File: src/design/r5p_config.svh
/*
 * r5p execute slice configuration
 * data width and ALU implementation options
 */

`ifndef R5P_CONFIG_SVH
`define R5P_CONFIG_SVH

// data width, RV32 only
`define R5P_XLEN 32

// 1 = dedicated logical operand mux, 0 = share adder operand mux
`define R5P_CFG_LOM 1

`endif

File: src/design/r5p_pkg.sv
/*
 * r5p execute slice types
 * opcodes, ALU operations, instruction formats and pipeline payloads
 */

`include "r5p_config.svh"

package r5p_pkg;

  // base opcodes handled by the slice
  typedef enum logic [6:0] {
    OP     = 7'b0110011,
    OP_IMM = 7'b0010011,
    LUI    = 7'b0110111,
    AUIPC  = 7'b0010111,
    LOAD   = 7'b0000011,
    STORE  = 7'b0100011
  } opc_t;

  typedef enum logic [3:0] {
    AO_ADD,
    AO_SUB,
    AO_SLT,
    AO_SLTU,
    AO_AND,
    AO_OR,
    AO_XOR,
    AO_SLL,
    AO_SRL,
    AO_SRA
  } alu_op_t;

  //////////////////////////////////////////////////////////////////////
  // instruction formats
  //////////////////////////////////////////////////////////////////////

  typedef struct packed {
    logic [6:0] funct7;
    logic [4:0] rs2;
    logic [4:0] rs1;
    logic [2:0] funct3;
    logic [4:0] rd;
    logic [6:0] opcode;
  } insn_r_t;  // R-type, also source of S and U immediates

  typedef struct packed {
    logic [11:0] imm12;
    logic [4:0]  rs1;
    logic [2:0]  funct3;
    logic [4:0]  rd;
    logic [6:0]  opcode;
  } insn_i_t;  // I-type

  typedef union packed {
    insn_r_t r;
    insn_i_t i;
  } insn_t;

  //////////////////////////////////////////////////////////////////////
  // pipeline payloads
  //////////////////////////////////////////////////////////////////////

  typedef struct packed {
    logic [`R5P_XLEN-1:0] val;  // sign extended immediate
  } imm_t;

  typedef struct packed {
    opc_t    opc;
    alu_op_t ao;
    logic    sgn;      // signed operand extension
    imm_t    imm;
    logic    illegal;
  } ctl_t;

  typedef struct packed {
    insn_t                insn;
    logic [`R5P_XLEN-1:0] pc;
    logic [`R5P_XLEN-1:0] rs1;
    logic [`R5P_XLEN-1:0] rs2;
  } ex_req_t;

  typedef struct packed {
    ctl_t                 ctl;
    logic [`R5P_XLEN-1:0] pc;
    logic [`R5P_XLEN-1:0] rs1;
    logic [`R5P_XLEN-1:0] rs2;
  } ex_ops_t;

  typedef struct packed {
    logic [`R5P_XLEN-1:0] rd;
    logic                 illegal;
    logic                 carry;    // adder overflow bit
  } ex_rsp_t;

endpackage

File: src/design/r5p_decode.sv
/*
 * r5p decode stage
 * turns an RV32I instruction into ALU control and immediate,
 * held in a one-entry valid/ready register
 */

`include "r5p_config.svh"

module r5p_decode (
  input  logic              clk,
  input  logic              arst_n,
  // request side
  input  logic              req_valid,
  output logic              req_ready,
  input  r5p_pkg::ex_req_t  req,
  // towards the ALU and result stage
  output logic              ops_valid,
  input  logic              ops_ready,
  output r5p_pkg::ex_ops_t  ops
);

  localparam int unsigned XLEN = `R5P_XLEN;

  logic             full;   // register occupied
  r5p_pkg::ex_ops_t ops_d;  // decoded next item

  // funct3 to operation, alt picks sub/sra
  function automatic r5p_pkg::alu_op_t f3_op(input logic [2:0] f3, input logic alt);
    case (f3)
      3'b000:  f3_op = alt ? r5p_pkg::AO_SUB : r5p_pkg::AO_ADD;
      3'b001:  f3_op = r5p_pkg::AO_SLL;
      3'b010:  f3_op = r5p_pkg::AO_SLT;
      3'b011:  f3_op = r5p_pkg::AO_SLTU;
      3'b100:  f3_op = r5p_pkg::AO_XOR;
      3'b101:  f3_op = alt ? r5p_pkg::AO_SRA : r5p_pkg::AO_SRL;
      3'b110:  f3_op = r5p_pkg::AO_OR;
      default: f3_op = r5p_pkg::AO_AND;
    endcase
  endfunction

  // valid funct7 for register-register ops
  function automatic logic f7_ok(input logic [6:0] f7, input logic [2:0] f3);
    f7_ok = (f7 == 7'b0000000) ||
            ((f7 == 7'b0100000) && ((f3 == 3'b000) || (f3 == 3'b101)));
  endfunction

  //////////////////////////////////////////////////////////////////////
  // instruction decode
  //////////////////////////////////////////////////////////////////////

  always_comb begin
    ops_d.ctl.opc     = r5p_pkg::OP_IMM;
    ops_d.ctl.ao      = r5p_pkg::AO_ADD;
    ops_d.ctl.sgn     = 1'b1;  // addresses and most ops are signed
    ops_d.ctl.imm     = '0;
    ops_d.ctl.illegal = 1'b0;
    ops_d.pc          = req.pc;
    ops_d.rs1         = req.rs1;
    ops_d.rs2         = req.rs2;
    case (req.insn.r.opcode)
      r5p_pkg::OP: begin  // r view
        ops_d.ctl.opc     = r5p_pkg::OP;
        ops_d.ctl.ao      = f3_op(req.insn.r.funct3, req.insn.r.funct7[5]);
        ops_d.ctl.sgn     = (req.insn.r.funct3 != 3'b011);
        ops_d.ctl.illegal = !f7_ok(req.insn.r.funct7, req.insn.r.funct3);
      end
      r5p_pkg::OP_IMM: begin  // i view, no subi so alt only for shifts
        ops_d.ctl.ao      = f3_op(req.insn.i.funct3,
                                  req.insn.i.imm12[10] && (req.insn.i.funct3 == 3'b101));
        ops_d.ctl.sgn     = (req.insn.i.funct3 != 3'b011);
        ops_d.ctl.imm.val = {{(XLEN-12){req.insn.i.imm12[11]}}, req.insn.i.imm12};
      end
      r5p_pkg::LUI: begin
        ops_d.ctl.opc     = r5p_pkg::LUI;
        ops_d.ctl.imm.val = {req.insn.r.funct7, req.insn.r.rs2, req.insn.r.rs1,
                             req.insn.r.funct3, 12'h000};
        ops_d.rs1         = '0;  // 0 + imm
      end
      r5p_pkg::AUIPC: begin
        ops_d.ctl.opc     = r5p_pkg::AUIPC;
        ops_d.ctl.imm.val = {req.insn.r.funct7, req.insn.r.rs2, req.insn.r.rs1,
                             req.insn.r.funct3, 12'h000};
      end
      r5p_pkg::LOAD: begin
        ops_d.ctl.opc     = r5p_pkg::LOAD;
        ops_d.ctl.imm.val = {{(XLEN-12){req.insn.i.imm12[11]}}, req.insn.i.imm12};
      end
      r5p_pkg::STORE: begin  // S immediate split over funct7 and rd
        ops_d.ctl.opc     = r5p_pkg::STORE;
        ops_d.ctl.imm.val = {{(XLEN-12){req.insn.r.funct7[6]}},
                             req.insn.r.funct7, req.insn.r.rd};
      end
      default: ops_d.ctl.illegal = 1'b1;
    endcase
    // illegal items run as 0 + 0 so sum and carry are zero
    if (ops_d.ctl.illegal) begin
      ops_d.ctl.opc = r5p_pkg::OP_IMM;
      ops_d.ctl.ao  = r5p_pkg::AO_ADD;
      ops_d.ctl.sgn = 1'b1;
      ops_d.ctl.imm = '0;
      ops_d.rs1     = '0;
    end
  end

  //////////////////////////////////////////////////////////////////////
  // one-entry register
  //////////////////////////////////////////////////////////////////////

  assign req_ready = !full || ops_ready;  // empty or draining

  always_ff @(posedge clk or negedge arst_n) begin
    if (!arst_n) begin
      full <= 1'b0;
    end else if (req_ready) begin
      full <= req_valid;
    end
  end

  always_ff @(posedge clk) begin
    if (req_valid && req_ready) begin
      ops <= ops_d;
    end
  end

  assign ops_valid = full;

endmodule

File: src/design/r5p_alu.sv
/*
 * r5p arithmetic/logic unit
 * shared adder with overflow bit, logic ops and a single
 * right barrel shifter that also serves left shifts
 */

`include "r5p_config.svh"

module r5p_alu (
  input  r5p_pkg::ctl_t        ctl,
  input  logic [`R5P_XLEN-1:0] pc,
  input  logic [`R5P_XLEN-1:0] rs1,
  input  logic [`R5P_XLEN-1:0] rs2,
  output logic [`R5P_XLEN-1:0] rd,
  output logic [`R5P_XLEN:0]   sum   // includes overflow bit
);

  localparam int unsigned XLEN = `R5P_XLEN;
  localparam int unsigned XLOG = $clog2(XLEN);

  logic [XLEN:0]   add_op1;  // extended by one bit
  logic [XLEN:0]   add_op2;
  logic            add_inv;  // subtract
  logic [XLEN-1:0] log_op1;
  logic [XLEN-1:0] log_op2;
  logic [XLOG-1:0] shf_sam;  // shift amount
  logic [XLEN-1:0] shf_tmp;  // possibly reversed operand
  logic [XLEN-1:0] shf_val;  // right shift result

  function automatic logic [XLEN:0] extend(input logic [XLEN-1:0] val, input logic sgn);
    extend = {sgn & val[XLEN-1], val};
  endfunction

  function automatic logic [XLEN-1:0] bitrev(input logic [XLEN-1:0] val);
    bitrev = {<<{val}};
  endfunction

  //////////////////////////////////////////////////////////////////////
  // adder
  //////////////////////////////////////////////////////////////////////

  always_comb begin
    case (ctl.opc)
      r5p_pkg::OP: begin  // reg-reg
        add_op1 = extend(rs1, ctl.sgn);
        add_op2 = extend(rs2, ctl.sgn);
      end
      r5p_pkg::OP_IMM, r5p_pkg::LOAD, r5p_pkg::STORE, r5p_pkg::LUI: begin
        add_op1 = extend(rs1, ctl.sgn);  // lui arrives with rs1 zeroed
        add_op2 = extend(ctl.imm.val, ctl.sgn);
      end
      r5p_pkg::AUIPC: begin
        add_op1 = extend(pc, ctl.sgn);
        add_op2 = extend(ctl.imm.val, ctl.sgn);
      end
      default: begin
        add_op1 = '0;
        add_op2 = extend(ctl.imm.val, ctl.sgn);
      end
    endcase
  end

  // compares are subtractions too
  assign add_inv = (ctl.ao == r5p_pkg::AO_SUB) ||
                   (ctl.ao == r5p_pkg::AO_SLT) ||
                   (ctl.ao == r5p_pkg::AO_SLTU);

  assign sum = add_op1 + (add_inv ? ~add_op2 : add_op2) + {{XLEN{1'b0}}, add_inv};

  //////////////////////////////////////////////////////////////////////
  // logic operands
  //////////////////////////////////////////////////////////////////////

  if (`R5P_CFG_LOM) begin : gen_lom
    // dedicated mux off the adder path
    always_comb begin
      log_op1 = rs1;
      log_op2 = (ctl.opc == r5p_pkg::OP) ? rs2 : ctl.imm.val;
    end
  end else begin : gen_lom_shared
    assign log_op1 = add_op1[XLEN-1:0];  // reuse adder mux
    assign log_op2 = add_op2[XLEN-1:0];
  end

  //////////////////////////////////////////////////////////////////////
  // barrel shifter
  //////////////////////////////////////////////////////////////////////

  assign shf_sam = (ctl.opc == r5p_pkg::OP) ? rs2[XLOG-1:0] : ctl.imm.val[XLOG-1:0];

  // left shift is a right shift of the reversed word
  assign shf_tmp = (ctl.ao == r5p_pkg::AO_SLL) ? bitrev(rs1) : rs1;

  always_comb begin
    if (ctl.ao == r5p_pkg::AO_SRA) begin
      shf_val = $signed(shf_tmp) >>> shf_sam;  // sign bit fills from the left
    end else begin
      shf_val = shf_tmp >> shf_sam;
    end
  end

  //////////////////////////////////////////////////////////////////////
  // output mux
  //////////////////////////////////////////////////////////////////////

  always_comb begin
    case (ctl.ao)
      r5p_pkg::AO_ADD,
      r5p_pkg::AO_SUB:  rd = sum[XLEN-1:0];
      r5p_pkg::AO_SLT,
      r5p_pkg::AO_SLTU: rd = {{(XLEN-1){1'b0}}, sum[XLEN]};  // sign of difference
      r5p_pkg::AO_AND:  rd = log_op1 & log_op2;
      r5p_pkg::AO_OR:   rd = log_op1 | log_op2;
      r5p_pkg::AO_XOR:  rd = log_op1 ^ log_op2;
      r5p_pkg::AO_SRL,
      r5p_pkg::AO_SRA:  rd = shf_val;
      r5p_pkg::AO_SLL:  rd = bitrev(shf_val);  // reverse back
      default:          rd = '0;
    endcase
  end

endmodule

File: src/design/r5p_result.sv
/*
 * r5p result stage
 * registers the ALU result and drives the response handshake
 */

`include "r5p_config.svh"

module r5p_result (
  input  logic                 clk,
  input  logic                 arst_n,
  // from decode
  input  logic                 ops_valid,
  output logic                 ops_ready,
  // from the ALU
  input  logic [`R5P_XLEN-1:0] rd,
  input  logic [`R5P_XLEN:0]   sum,
  input  logic                 illegal,
  // response side
  output logic                 rsp_valid,
  input  logic                 rsp_ready,
  output r5p_pkg::ex_rsp_t     rsp
);

  logic full;  // response held

  assign ops_ready = !full || rsp_ready;

  always_ff @(posedge clk or negedge arst_n) begin
    if (!arst_n) begin
      full <= 1'b0;
    end else if (ops_ready) begin
      full <= ops_valid;  // refill or drain
    end
  end

  // payload, no reset
  always_ff @(posedge clk) begin
    if (ops_valid && ops_ready) begin
      rsp.rd      <= illegal ? '0 : rd;  // illegal gives zero
      rsp.illegal <= illegal;
      rsp.carry   <= sum[`R5P_XLEN];
    end
  end

  assign rsp_valid = full;

endmodule

File: src/design/r5p_ex_top.sv
/*
 * r5p execute slice top
 * decode, ALU and result stage in a two-cycle pipeline
 */

`include "r5p_config.svh"

module r5p_ex_top (
  input  logic             clk,
  input  logic             arst_n,
  input  logic             req_valid,
  output logic             req_ready,
  input  r5p_pkg::ex_req_t req,
  output logic             rsp_valid,
  input  logic             rsp_ready,
  output r5p_pkg::ex_rsp_t rsp
);

  logic                 ops_valid;
  logic                 ops_ready;
  r5p_pkg::ex_ops_t     ops;
  logic [`R5P_XLEN-1:0] rd;   // ALU result
  logic [`R5P_XLEN:0]   sum;  // adder with carry

  r5p_decode u_decode (
    .clk       (clk),
    .arst_n    (arst_n),
    .req_valid (req_valid),
    .req_ready (req_ready),
    .req       (req),
    .ops_valid (ops_valid),
    .ops_ready (ops_ready),
    .ops       (ops)
  );

  r5p_alu u_alu (
    .ctl (ops.ctl),
    .pc  (ops.pc),
    .rs1 (ops.rs1),
    .rs2 (ops.rs2),
    .rd  (rd),
    .sum (sum)
  );

  r5p_result u_result (
    .clk       (clk),
    .arst_n    (arst_n),
    .ops_valid (ops_valid),
    .ops_ready (ops_ready),
    .rd        (rd),
    .sum       (sum),
    .illegal   (ops.ctl.illegal),
    .rsp_valid (rsp_valid),
    .rsp_ready (rsp_ready),
    .rsp       (rsp)
  );

endmodule

File: config.mk
export PLATFORM = sky130hd
export DESIGN_NAME = r5p_ex_top
export DESIGN_NICKNAME = d
export VERILOG_FILES = /design/src/design/r5p_pkg.sv /design/src/design/r5p_decode.sv /design/src/design/r5p_alu.sv /design/src/design/r5p_result.sv /design/src/design/r5p_ex_top.sv
export VERILOG_INCLUDE_DIRS = /design/src /design/src/design
export SDC_FILE = /design/constraint.sdc
export NUM_CORES = 1
export LEC_CHECK = 0
export ABC_AREA = 1
export BUFFER_PORTS_ARGS = -buffer_cell sky130_fd_sc_hd__clkbuf_2
export CAP_MARGIN = 20
export CORE_ASPECT_RATIO = 1.25
export CORE_MARGIN = 4
export CORE_UTILIZATION = 25
export CTS_BUF_LIST = sky130_fd_sc_hd__clkbuf_4
export DETAILED_ROUTE_END_ITERATION = 7
export HOLD_SLACK_MARGIN = 0.05
export PLACE_DENSITY = 0.43
export SYNTH_ARGS = -nofsm -noshare
export SYNTH_HDL_FRONTEND = slang
export SYNTH_SLANG_ARGS = --single-unit
File: constraint.sdc
create_clock -name clk -period 9.1 [get_ports clk]
set_input_delay 1.365 -clock clk [delete_from_list [all_inputs] [get_ports clk]]
set_output_delay 1.365 -clock clk [all_outputs]
set_load 0.01 [all_outputs]
After elaboration in Yosys (flattened, before gate mapping)
Index checks and enable logic that the tools add are counted.
{ "classes": {"shifts": 2, "reduce_logical": 24, "bitwise": 8, "n_eq_ne": 29, "n_mux": 18, "addsub": 2} }
{ "ops": {"columns": ["cell", "n"], "rows": [
  ["32-bit case mux with 7 select lines", 1],
  ["32-bit 2-to-1 mux", 3],
  ["32-bit case mux with 3 select lines", 1],
  ["33-bit 2-to-1 mux", 2],
  ["33-bit case mux with 2 select lines", 1],
  ["4-bit case mux with 7 select lines", 2],
  ["7-bit by 6-bit == test with 1-bit output, second input constant", 7],
  ["33-bit by 1-bit adder with 33-bit output", 1],
  ["33-bit adder", 1],
  ["33-bit NOT", 1],
  ["32-bit AND", 1],
  ["32-bit OR", 1],
  ["32-bit by 5-bit right shift with 32-bit output", 1],
  ["32-bit by 5-bit >>> shifter with 32-bit output", 1],
  ["32-bit bitwise XOR", 1],
  ["6-bit case mux with 5 select lines", 1],
  ["7-bit by 5-bit == test with 1-bit output, second input constant", 4],
  ["4-bit by 3-bit == test with 1-bit output, second input constant", 4],
  ["7-bit by 2-bit == test with 1-bit output, second input constant", 2],
  ["2-bit OR reduction", 6],
  ["5-bit case mux with 2 select lines", 1],
  ["5-bit OR reduction", 2],
  ["3-bit == test, second input constant", 3],
  ["4-bit by 2-bit == test with 1-bit output, second input constant", 2],
  ["other kinds (15)", 33]
]} }
{ "totals": {"output_inout_bits": 36, "inputBits": 132, "reg_bits": 177, "word_cells": 96} }

Longest topological paths before layout
Gate-level depths: netlist of run 1.
{ "depth": {"ltp_word": 7, "depth_mapped": 23, "ltp_nobuf": 20} }

Modules after synthesis
A second synthesis of run 1 with hierarchy kept.
{ "unflattened": {"cells_unflattened": 1976, "area_unflattened_um2": 14790.4} }
{ "modules_own_cells": {"columns": ["module", "cells_each", "n_inst", "seq_area_each_um2", "area_per_inst_um2"], "rows": [
  ["r5p_alu", 1529, 1, 0.0, 8109.0],
  ["r5p_decode", 340, 1, 4139.0, 5341.4],
  ["r5p_result", 107, 1, 1046.0, 1340.0]
]} }

Worst setup path after synthesis of run 1
OpenSTA, ideal clock, no wires.
{ "synth_path": {"kind": "input -> register", "from": "input port rsp_ready", "to": "register, netlist name u_decode.ops[0]", "stages": 4, "required_ns": 8.610, "arrival_time_ns": 4.303, "path_slack_ns": 4.307, "path_cell_list": "inv_1 > nand3_1 > nand2_1 > inv_1"} }
{ "synth_via": {"elab_chain_len": 3} }
{ "synth_rtl": {"columns": ["item", "line", "text"], "rows": [
  ["start: declaration", "r5p_ex_top.sv:15", "input logic rsp_ready,"],
  ["1-bit logical OR", "r5p_result.sv:26", "assign ops_ready = !full || rsp_ready;"],
  ["1-bit logical OR", "r5p_decode.sv:109", "assign req_ready = !full || ops_ready;"],
  ["named net req_ready", "r5p_ex_top.sv:12", "output logic req_ready,"],
  ["1-bit logical AND", "r5p_decode.sv:120", "if (req_valid && req_ready) begin"]
]} }
The timed path passes the listed nets, and every way through them passes these cells.
A chain may end at the register's enable or synchronous reset.

Final worst setup path of run 1
{ "layout_path": {"from": "register, netlist name u_decode.ops[139]", "to": "register, netlist name u_result.rsp[18]"} }
{ "layout_via": {"elab_chain_len": 7, "elab_cells_between_ends": 22} }
{ "layout_rtl": {"columns": ["item", "line", "text"], "rows": [
  ["parallel branches: the longest is 6 deep, another holds 33-bit adder", null, null],
  ["32-bit case mux with 7 select lines (*)", "r5p_alu.sv:107", "case (ctl.ao)"]
]} }
Every way passes the cells marked *.

==> results of run 1 <==
[power by group]
part           total [W]  internal [W]  switching [W]
sequential      0.000988      0.000945      0.0000423
combinational   0.000943      0.000280       0.000663
clock           0.000515      0.000155       0.000361
[synthesized netlist by cell type, drive strengths merged]
master / n / area share, %
edfxtp: 171 / 37
o31ai: 2 / 0.14
inv: 219 / 5.9
o211ai: 13 / 0.73
nor4: 4 / 0.18
o21a: 1 / 0.054
a21boi: 1 / 0.054
clkinv: 1 / 0.027
nand3: 288 / 10
or2: 19 / 0.85
o221ai: 1 / 0.063
a211oi: 1 / 0.054
clkbuf: 39 / 1.0
a221oi: 22 / 1.4
o21ai: 156 / 5.7
o21bai: 2 / 0.11
nor3: 11 / 0.43
nand2: 491 / 13
a21oi: 94 / 3.4
a21o: 5 / 0.27
dfrtp: 2 / 0.36
fa: 1 / 0.14
nor2: 156 / 4.4
buf: 44 / 1.9
xor2: 24 / 1.5
a31oi: 5 / 0.22
a32oi: 1 / 0.063
o311ai: 1 / 0.063
o41ai: 1 / 0.063
nand4: 16 / 0.72
ha: 95 / 8.5
o2111a: 1 / 0.081
xnor2: 11 / 0.69
o2111ai: 2 / 0.13
nand3b: 8 / 0.43
[worst max-delay path, delay by kind of cell, from the launching register on]
kind            cells  cell delay, ns
compound gates      6            1.52
simple gates       10            2.18
buf+inv             1            0.05
flops               1            0.46
fa+ha+maj           1            0.31
[final timing paths]
| check | startpoint | depth (start not counted) | slack [ns] | end |
|---|---|---|---|---|
| setup / recovery | u_decode.ops[139] | 18 | 4.34 | u_result.rsp[18] |
| hold reg to reg | u_decode.ops_valid | 2 | 0.54 | u_result.rsp_valid |
| min in group clk | u_decode.ops_valid | 2 | 0.54 | u_result.rsp_valid |
| hold / removal | arst_n | 1 | 0.34 | u_decode.ops_valid |
| setup reg to reg | u_decode.ops[139] | 18 | 4.34 | u_result.rsp[18] |
| max in group asynchronous | arst_n | 1 | 8.66 | u_result.rsp_valid |
[sequential cells by signal, indices dropped and copies added, names as in the netlist]
register            flops
u_decode.ops          137
u_decode.ops_valid      1
u_result.rsp           34
u_result.rsp_valid      1
[layer usage]
layer  wire length, µm  GRT usage [%]  vias to the layer above
li1                  -              -                     6696
met1             25500           24.9                     6524
met2             29600           34.3                      453
met3              2730           3.11                      103
met4              3580           11.2                        0
met5                 0              0                        -
[logic make-up (layout without fill, tap and decap cells)]
| family | after synthesis | after routing | synth area share (%) |
|---|---|---|---|
| AO/OA/AOI/OAI | 309 | 309 | 12.5 |
| flip-flops | 173 | 173 | 37.1 |
| buffers and inverters | 303 | 441 | 8.88 |
| other | 0 | 3 | 0 |
| adder cells (fa/ha/maj) | 96 | 96 | 8.64 |
| AND/OR/NAND/NOR | 993 | 993 | 30.7 |
| XOR/XNOR | 35 | 35 | 2.19 |
[per-stage QoR]
step | hold WS, ns | instance area [µm²] | util, % | total power [W]
2_1_floorplan | 0.447 | 14000 | - | 0.00159
4_1_cts | 0.220 | 15800 | 28.7 | 0.00246
5_1_grt | 0.255 | 15900 | 28.8 | 0.00260
6_report | 0.345 | 15900 | 28.8 | 0.00245
3_3_place_gp | 0.497 | 15500 | 28.1 | 0.00194
3_5_place_dp | 0.505 | 15500 | 28.1 | 0.00193
[area by class of cell]
class | instances | area share, %
Antenna cell | 3 | 0.0472
Clock buffer | 17 | 0.803
Clock inverter | 15 | 1.24
Inverter | 220 | 5.23
Multi-Input combinational cell | 1433 | 47.8
Sequential cell | 173 | 32.6
Tap cell | 735 | 5.79
Timing Repair Buffer | 189 | 6.50
==> flow_summary_export.csv, run 1 <==
group,metric,value,unit
outcome,outcome,"finished, final reports clean",
critical_path,start_kind,"register",
yosys,ys_warn_count,0,
layout,final_cell_mix,"487 x nand2_1, 285 x nand3_1, 209 x inv_1",
grt,grt_max_degree,80,
clock_network,cts.reportedPaths.clkPinSlew,0.17,ns
route,drtAntennaViolNets,0,
grt,grt_pass1_wl,89900,µm
route,drt_wl_total,61400,µm
critical_path,arrival,5.31,ns
sta,finalSetupTns,0,ns
pwr,powerDensity,154,nW/µm²
clock_network,holdBufCountCts,0,
layout,drive_above_1_share,13.1,%
sta,drv_slew,0,
die,die_x,220,µm
layout,syn2layout_area_growth,13.7,%
placement,gp_congestion,1.01,
sta,timing.final.ws_setup,4.34,ns
layout,final_common_cell,"nand2_1",
critical_path,worst_path_most_repeated_cell,"nand2_1",
sta,max_freq,0.210,GHz
placement,dp_hpwl,49700,µm
die,io_pins,168,
critical_path,required,9.64,ns
route,vias,13800,
layout,fin_nets,2262,
placement,port_buffers,167,
grt,grt_usage,20.4,%
yosys,synth_cells,1909,
critical_path,critPathSlowestCell,"nand2_2",
die,initial_core_util,25.4,%
yosys,synth_cell_types,51,
layout,seqCellArea,5180,µm²
grt,grt_antenna_before_repair,2,
run,max_cap_violations,0,
pwr,ir_drop,0.112,mV
placement,place_ws,4.41,ns
pwr,p_leak,7.40,nW
die,die_h,272,µm
yosys,ys_seq_area_share,37.1,%
clock_network,cts_tree,"yes",
clock_network,postCtsSetupBuffers,0,
grt,grt_pass1_vias,13700,
min_path,hp-class,"in -> async",
die,core_area,55100,µm²
yosys,synth-seq-cells,173,
layout,fillCellCount,6109,
sta,hold_viol,0,
placement,dp.cells,2748,
critical_path,crit_chain,"nand2_1 -> nor2_2 -> nand2_1 -> nand2_2 -> nand2_1 -> nand2_1 -> fa_1 -> nand2_1 -> o21ai_1 -> a21oi_1 -> o21ai_1 -> nand2_1 -> nand2_1 -> a21oi_1 -> o21ai_0 -> nand3_1 -> o21ai_1 -> inv_1",
critical_path,cp_max_fo,33,
sta,relSlewSlack,24.9,%
clock_network,htree_levels,4,
layout,multi_input_area,7590,µm²
route,post_drt_via_cell_ratio,4.95,
clock_network,clockRootBuffer,"clkbuf_4",
sta,timing.clock.skew,0.0496,ns
clock_network,clock-sinks,173,
die,die-area,59800,µm²
clock_network,max-clock-path-buffers,2,
yosys,syn-mean-instance-area,7.33,µm²
sta,tightest_slew,1.12,ns
sta,fin_crit,4.76,ns
layout,final_cells,2785,
critical_path,crit_type,"reg -> reg",
route,firstDrtPassIters,5,
clock_network,numCtsBuffers,17,
critical_path,critPathMaxStageDelay,0.55,ns
sta,rsz0062_at_grt,"false",
sta,timing.final.crit_share,52.4,%
clock_network,worstSkewPairLatency,0.79,ns
clock_network,ctsResizeCount,0,
sta,finalSetupViolCount,0,
yosys,netlist_area,14000,µm²
critical_path,cp-end-kind,"register",
route,drt_first_iter_violations,1104,
route,remaining_drc_errors,0,
route,post_drt_wl_per_cell,22.1,µm
die,rows,96,
yosys,synth_nets,2137,
grt,grt_overflow,0,
No activity file was read; power rests on OpenSTA's default activity.
==> run 2, diff against run 1 <==
- PLACE_DENSITY: 0.43 -> 0.44
- clock period: 9.1 -> 3.85 ns (I/O delays scaled with it)
==> run 2 against run 1 <==
Core utilization increased by 3.5 points. Final cell count rose by 7.5%. Routed wire length increased by 1.7%. Die area is the same. Global-route usage grew 0.22 points. Clock power increased by 140%. Largest cell class unchanged.
==> flow_summary_export.csv, run 2 (synthesis gave the netlist of run 1 again) <==
group,metric,value,unit
critical_path,reg2reg_slack,0.22,ns
clock_network,clockRootBuffer,"clkbuf_4",
critical_path,r2r_start,"u_decode.ops[139]",
critical_path,endpoint,"u_result.rsp[20]",
layout,utilization,32.3,%
route,wl_met2,31100,µm
sta,timing.final.crit_share,94.3,%
min_path,hp-class,"in -> reg",
die,initial_core_util,25.4,%
grt,grt_usage,20.7,%
layout,fillCellCount,6001,
route,drtAntennaViolNets,0,
sta,tightest_slew,1.10,ns
route,firstDrtPassIters,5,
clock_network,cts.reportedPaths.clkPinSlew,0.18,ns
route,remaining_drc_errors,0,
critical_path,crit_type,"reg -> reg",
outcome,outcome,"finished, final reports clean",
sta,max_freq,0.275,GHz
layout,final_cell_mix,"485 x nand2_1, 285 x nand3_1, 208 x inv_1",
critical_path,cp-end-kind,"register",
grt,grt_pass1_vias,14100,
sta,fin_crit,3.63,ns
pwr,powerDensity,341,nW/µm²
grt,grt_pass1_wl,90700,µm
critical_path,cp_top_family,"compound AO/OA/AOI/OAI gates",
layout,top_regs,"u_decode.ops x137, u_result.rsp x34",
placement,gp_congestion,0.963,
layout,largest_reg_flops,137,
critical_path,worst_path_most_repeated_cell,"a21oi_1",
route,wl_met1,25500,µm
critical_path,crit_cells,15,
die,die-area,59800,µm²
route,vias,14500,
die,core_area,55100,µm²
sta,drv_slew,0,
route,drt_wl_total,62500,µm
critical_path,timing.rr.end,"u_result.rsp[20]",
grt,grt_antenna_before_repair,2,
placement,place_ws,-0.109,ns
clock_network,worstSkewPairLatency,0.77,ns
die,rows,96,
layout,fin_nets,2471,
critical_path,required,4.36,ns
clock_network,numCtsBuffers,17,
layout,drive_above_1_share,16.5,%
clock_network,htree_levels,4,
critical_path,critPathMaxStageDelay,0.46,ns
pwr,ir_drop,0.224,mV
layout,syn2layout_area_growth,27.5,%
placement,port_buffers,167,
min_path,holdCritStartpoint,"req[51]",
sta,timing.final.ws_setup,0.219,ns
critical_path,critical_path_buf_inv_count,2,
grt,grt_max_degree,138,
critical_path,start_kind,"register",
sta,hold_viol,0,
min_path,hold_depth,3,
layout,regMostFlops,"u_decode.ops",
placement,dp_hpwl,50700,µm
route,top_layer,"met4",
sta,relSlewSlack,26.8,%
route,post_drt_wl_per_cell,20.9,µm
die,die_h,272,µm
clock_network,clock-sinks,173,
clock_network,max-clock-path-buffers,2,
critical_path,arrival,4.14,ns
sta,finalSetupViolCount,0,
layout,final_common_cell,"nand2_1",
die,die_x,220,µm
route,drt_first_iter_violations,1096,
die,io_pins,168,
critical_path,cp_max_fo,7,
pwr,p_leak,8.33,nW
route,wl_met3,2540,µm
run,max_cap_violations,0,
sta,timing.clock.skew,0.0468,ns
clock_network,cts_tree,"yes",
critical_path,startpoint,"u_decode.ops[139]",
sta,finalSetupTns,0,ns
critical_path,crit_chain,"buf_4 -> nand3_4 -> buf_4 -> o21ai_1 -> xor2_1 -> ha_1 -> a21oi_1 -> o21ai_0 -> a21oi_1 -> nand3_1 -> or2_2 -> nand3_1 -> nand2_1 -> a31oi_1 -> a21oi_1",
route,post_drt_via_cell_ratio,4.85,
critical_path,reg2reg_depth,15,
critical_path,critPathSlowestCell,"edfxtp_1",
grt,grt_overflow,0,
run 2: layout make-up:
type / count / area [µm²] / share of cell area (%)
Antenna cell: 2 / 5.00 / 0.0281
Clock buffer: 17 / 128 / 0.716
Clock inverter: 15 / 214 / 1.20
Inverter: 220 / 833 / 4.67
Multi-Input combinational cell: 1435 / 7650 / 42.9
Sequential cell: 173 / 5180 / 29.1
Tap cell: 735 / 920 / 5.16
Timing Repair Buffer: 395 / 2890 / 16.2
Timing Repair inverter: 1 / 5.00 / 0.0281
run 2: power breakdown:
group / internal, W / switching (W)
registers: 0.00224 / 0.0000883
clock network: 0.000339 / 0.000898
logic: 0.000892 / 0.00162
total: 0.00347 / 0.00261
run 2: what timing repair did:
action | in CTS | in global routing
setup endpoints to repair | 6 | 25
gates resized for setup | 4 | 23
hold buffers | 113 | 0
setup buffers | 0 | 16
endpoints found under the hold margin | 113 | 0
cloned | 0 | 3
pin swaps | 0 | 6
run 2: per-stage QoR:
stage | hold slack (ns) | cells | total power, W | area (µm²)
final | 0.166 | 2993 | 0.00608 | 17800
after global routing | 0.108 | 2993 | 0.00649 | 17800
after CTS | 0.0502 | 2972 | 0.00610 | 17600
after detailed placement | 0.365 | 2827 | 0.00473 | 16200
after global placement | 0.364 | 2826 | 0.00473 | 16100
after floorplan | 0.282 | 1909 | 0.00374 | 14000
run 2: routing by layer:
| layer | track usage [%] | vias to the layer above |
|---|---|---|
| met5 | 0 | - |
| met4 | 10.3 | 0 |
| li1 | - | 7118 |
| met2 | 35.9 | 447 |
| met1 | 25.0 | 6849 |
| met3 | 2.64 | 101 |
run 2: worst min path at each step:
stage,endpoint,slack (ns)
after floorplan,u_decode.ops_valid,0.28
after global placement,u_result.rsp_valid,0.36
after detailed placement,u_result.rsp_valid,0.37
after CTS,u_decode.ops[51],0.05
after global routing,u_decode.ops[50],0.11
final,u_decode.ops[51],0.17
run 2: worst min-delay path, cell delays in order:
cell and delay (ns):
clkbuf_2 0.08, inv_1 0.05, nor2_1 0.09
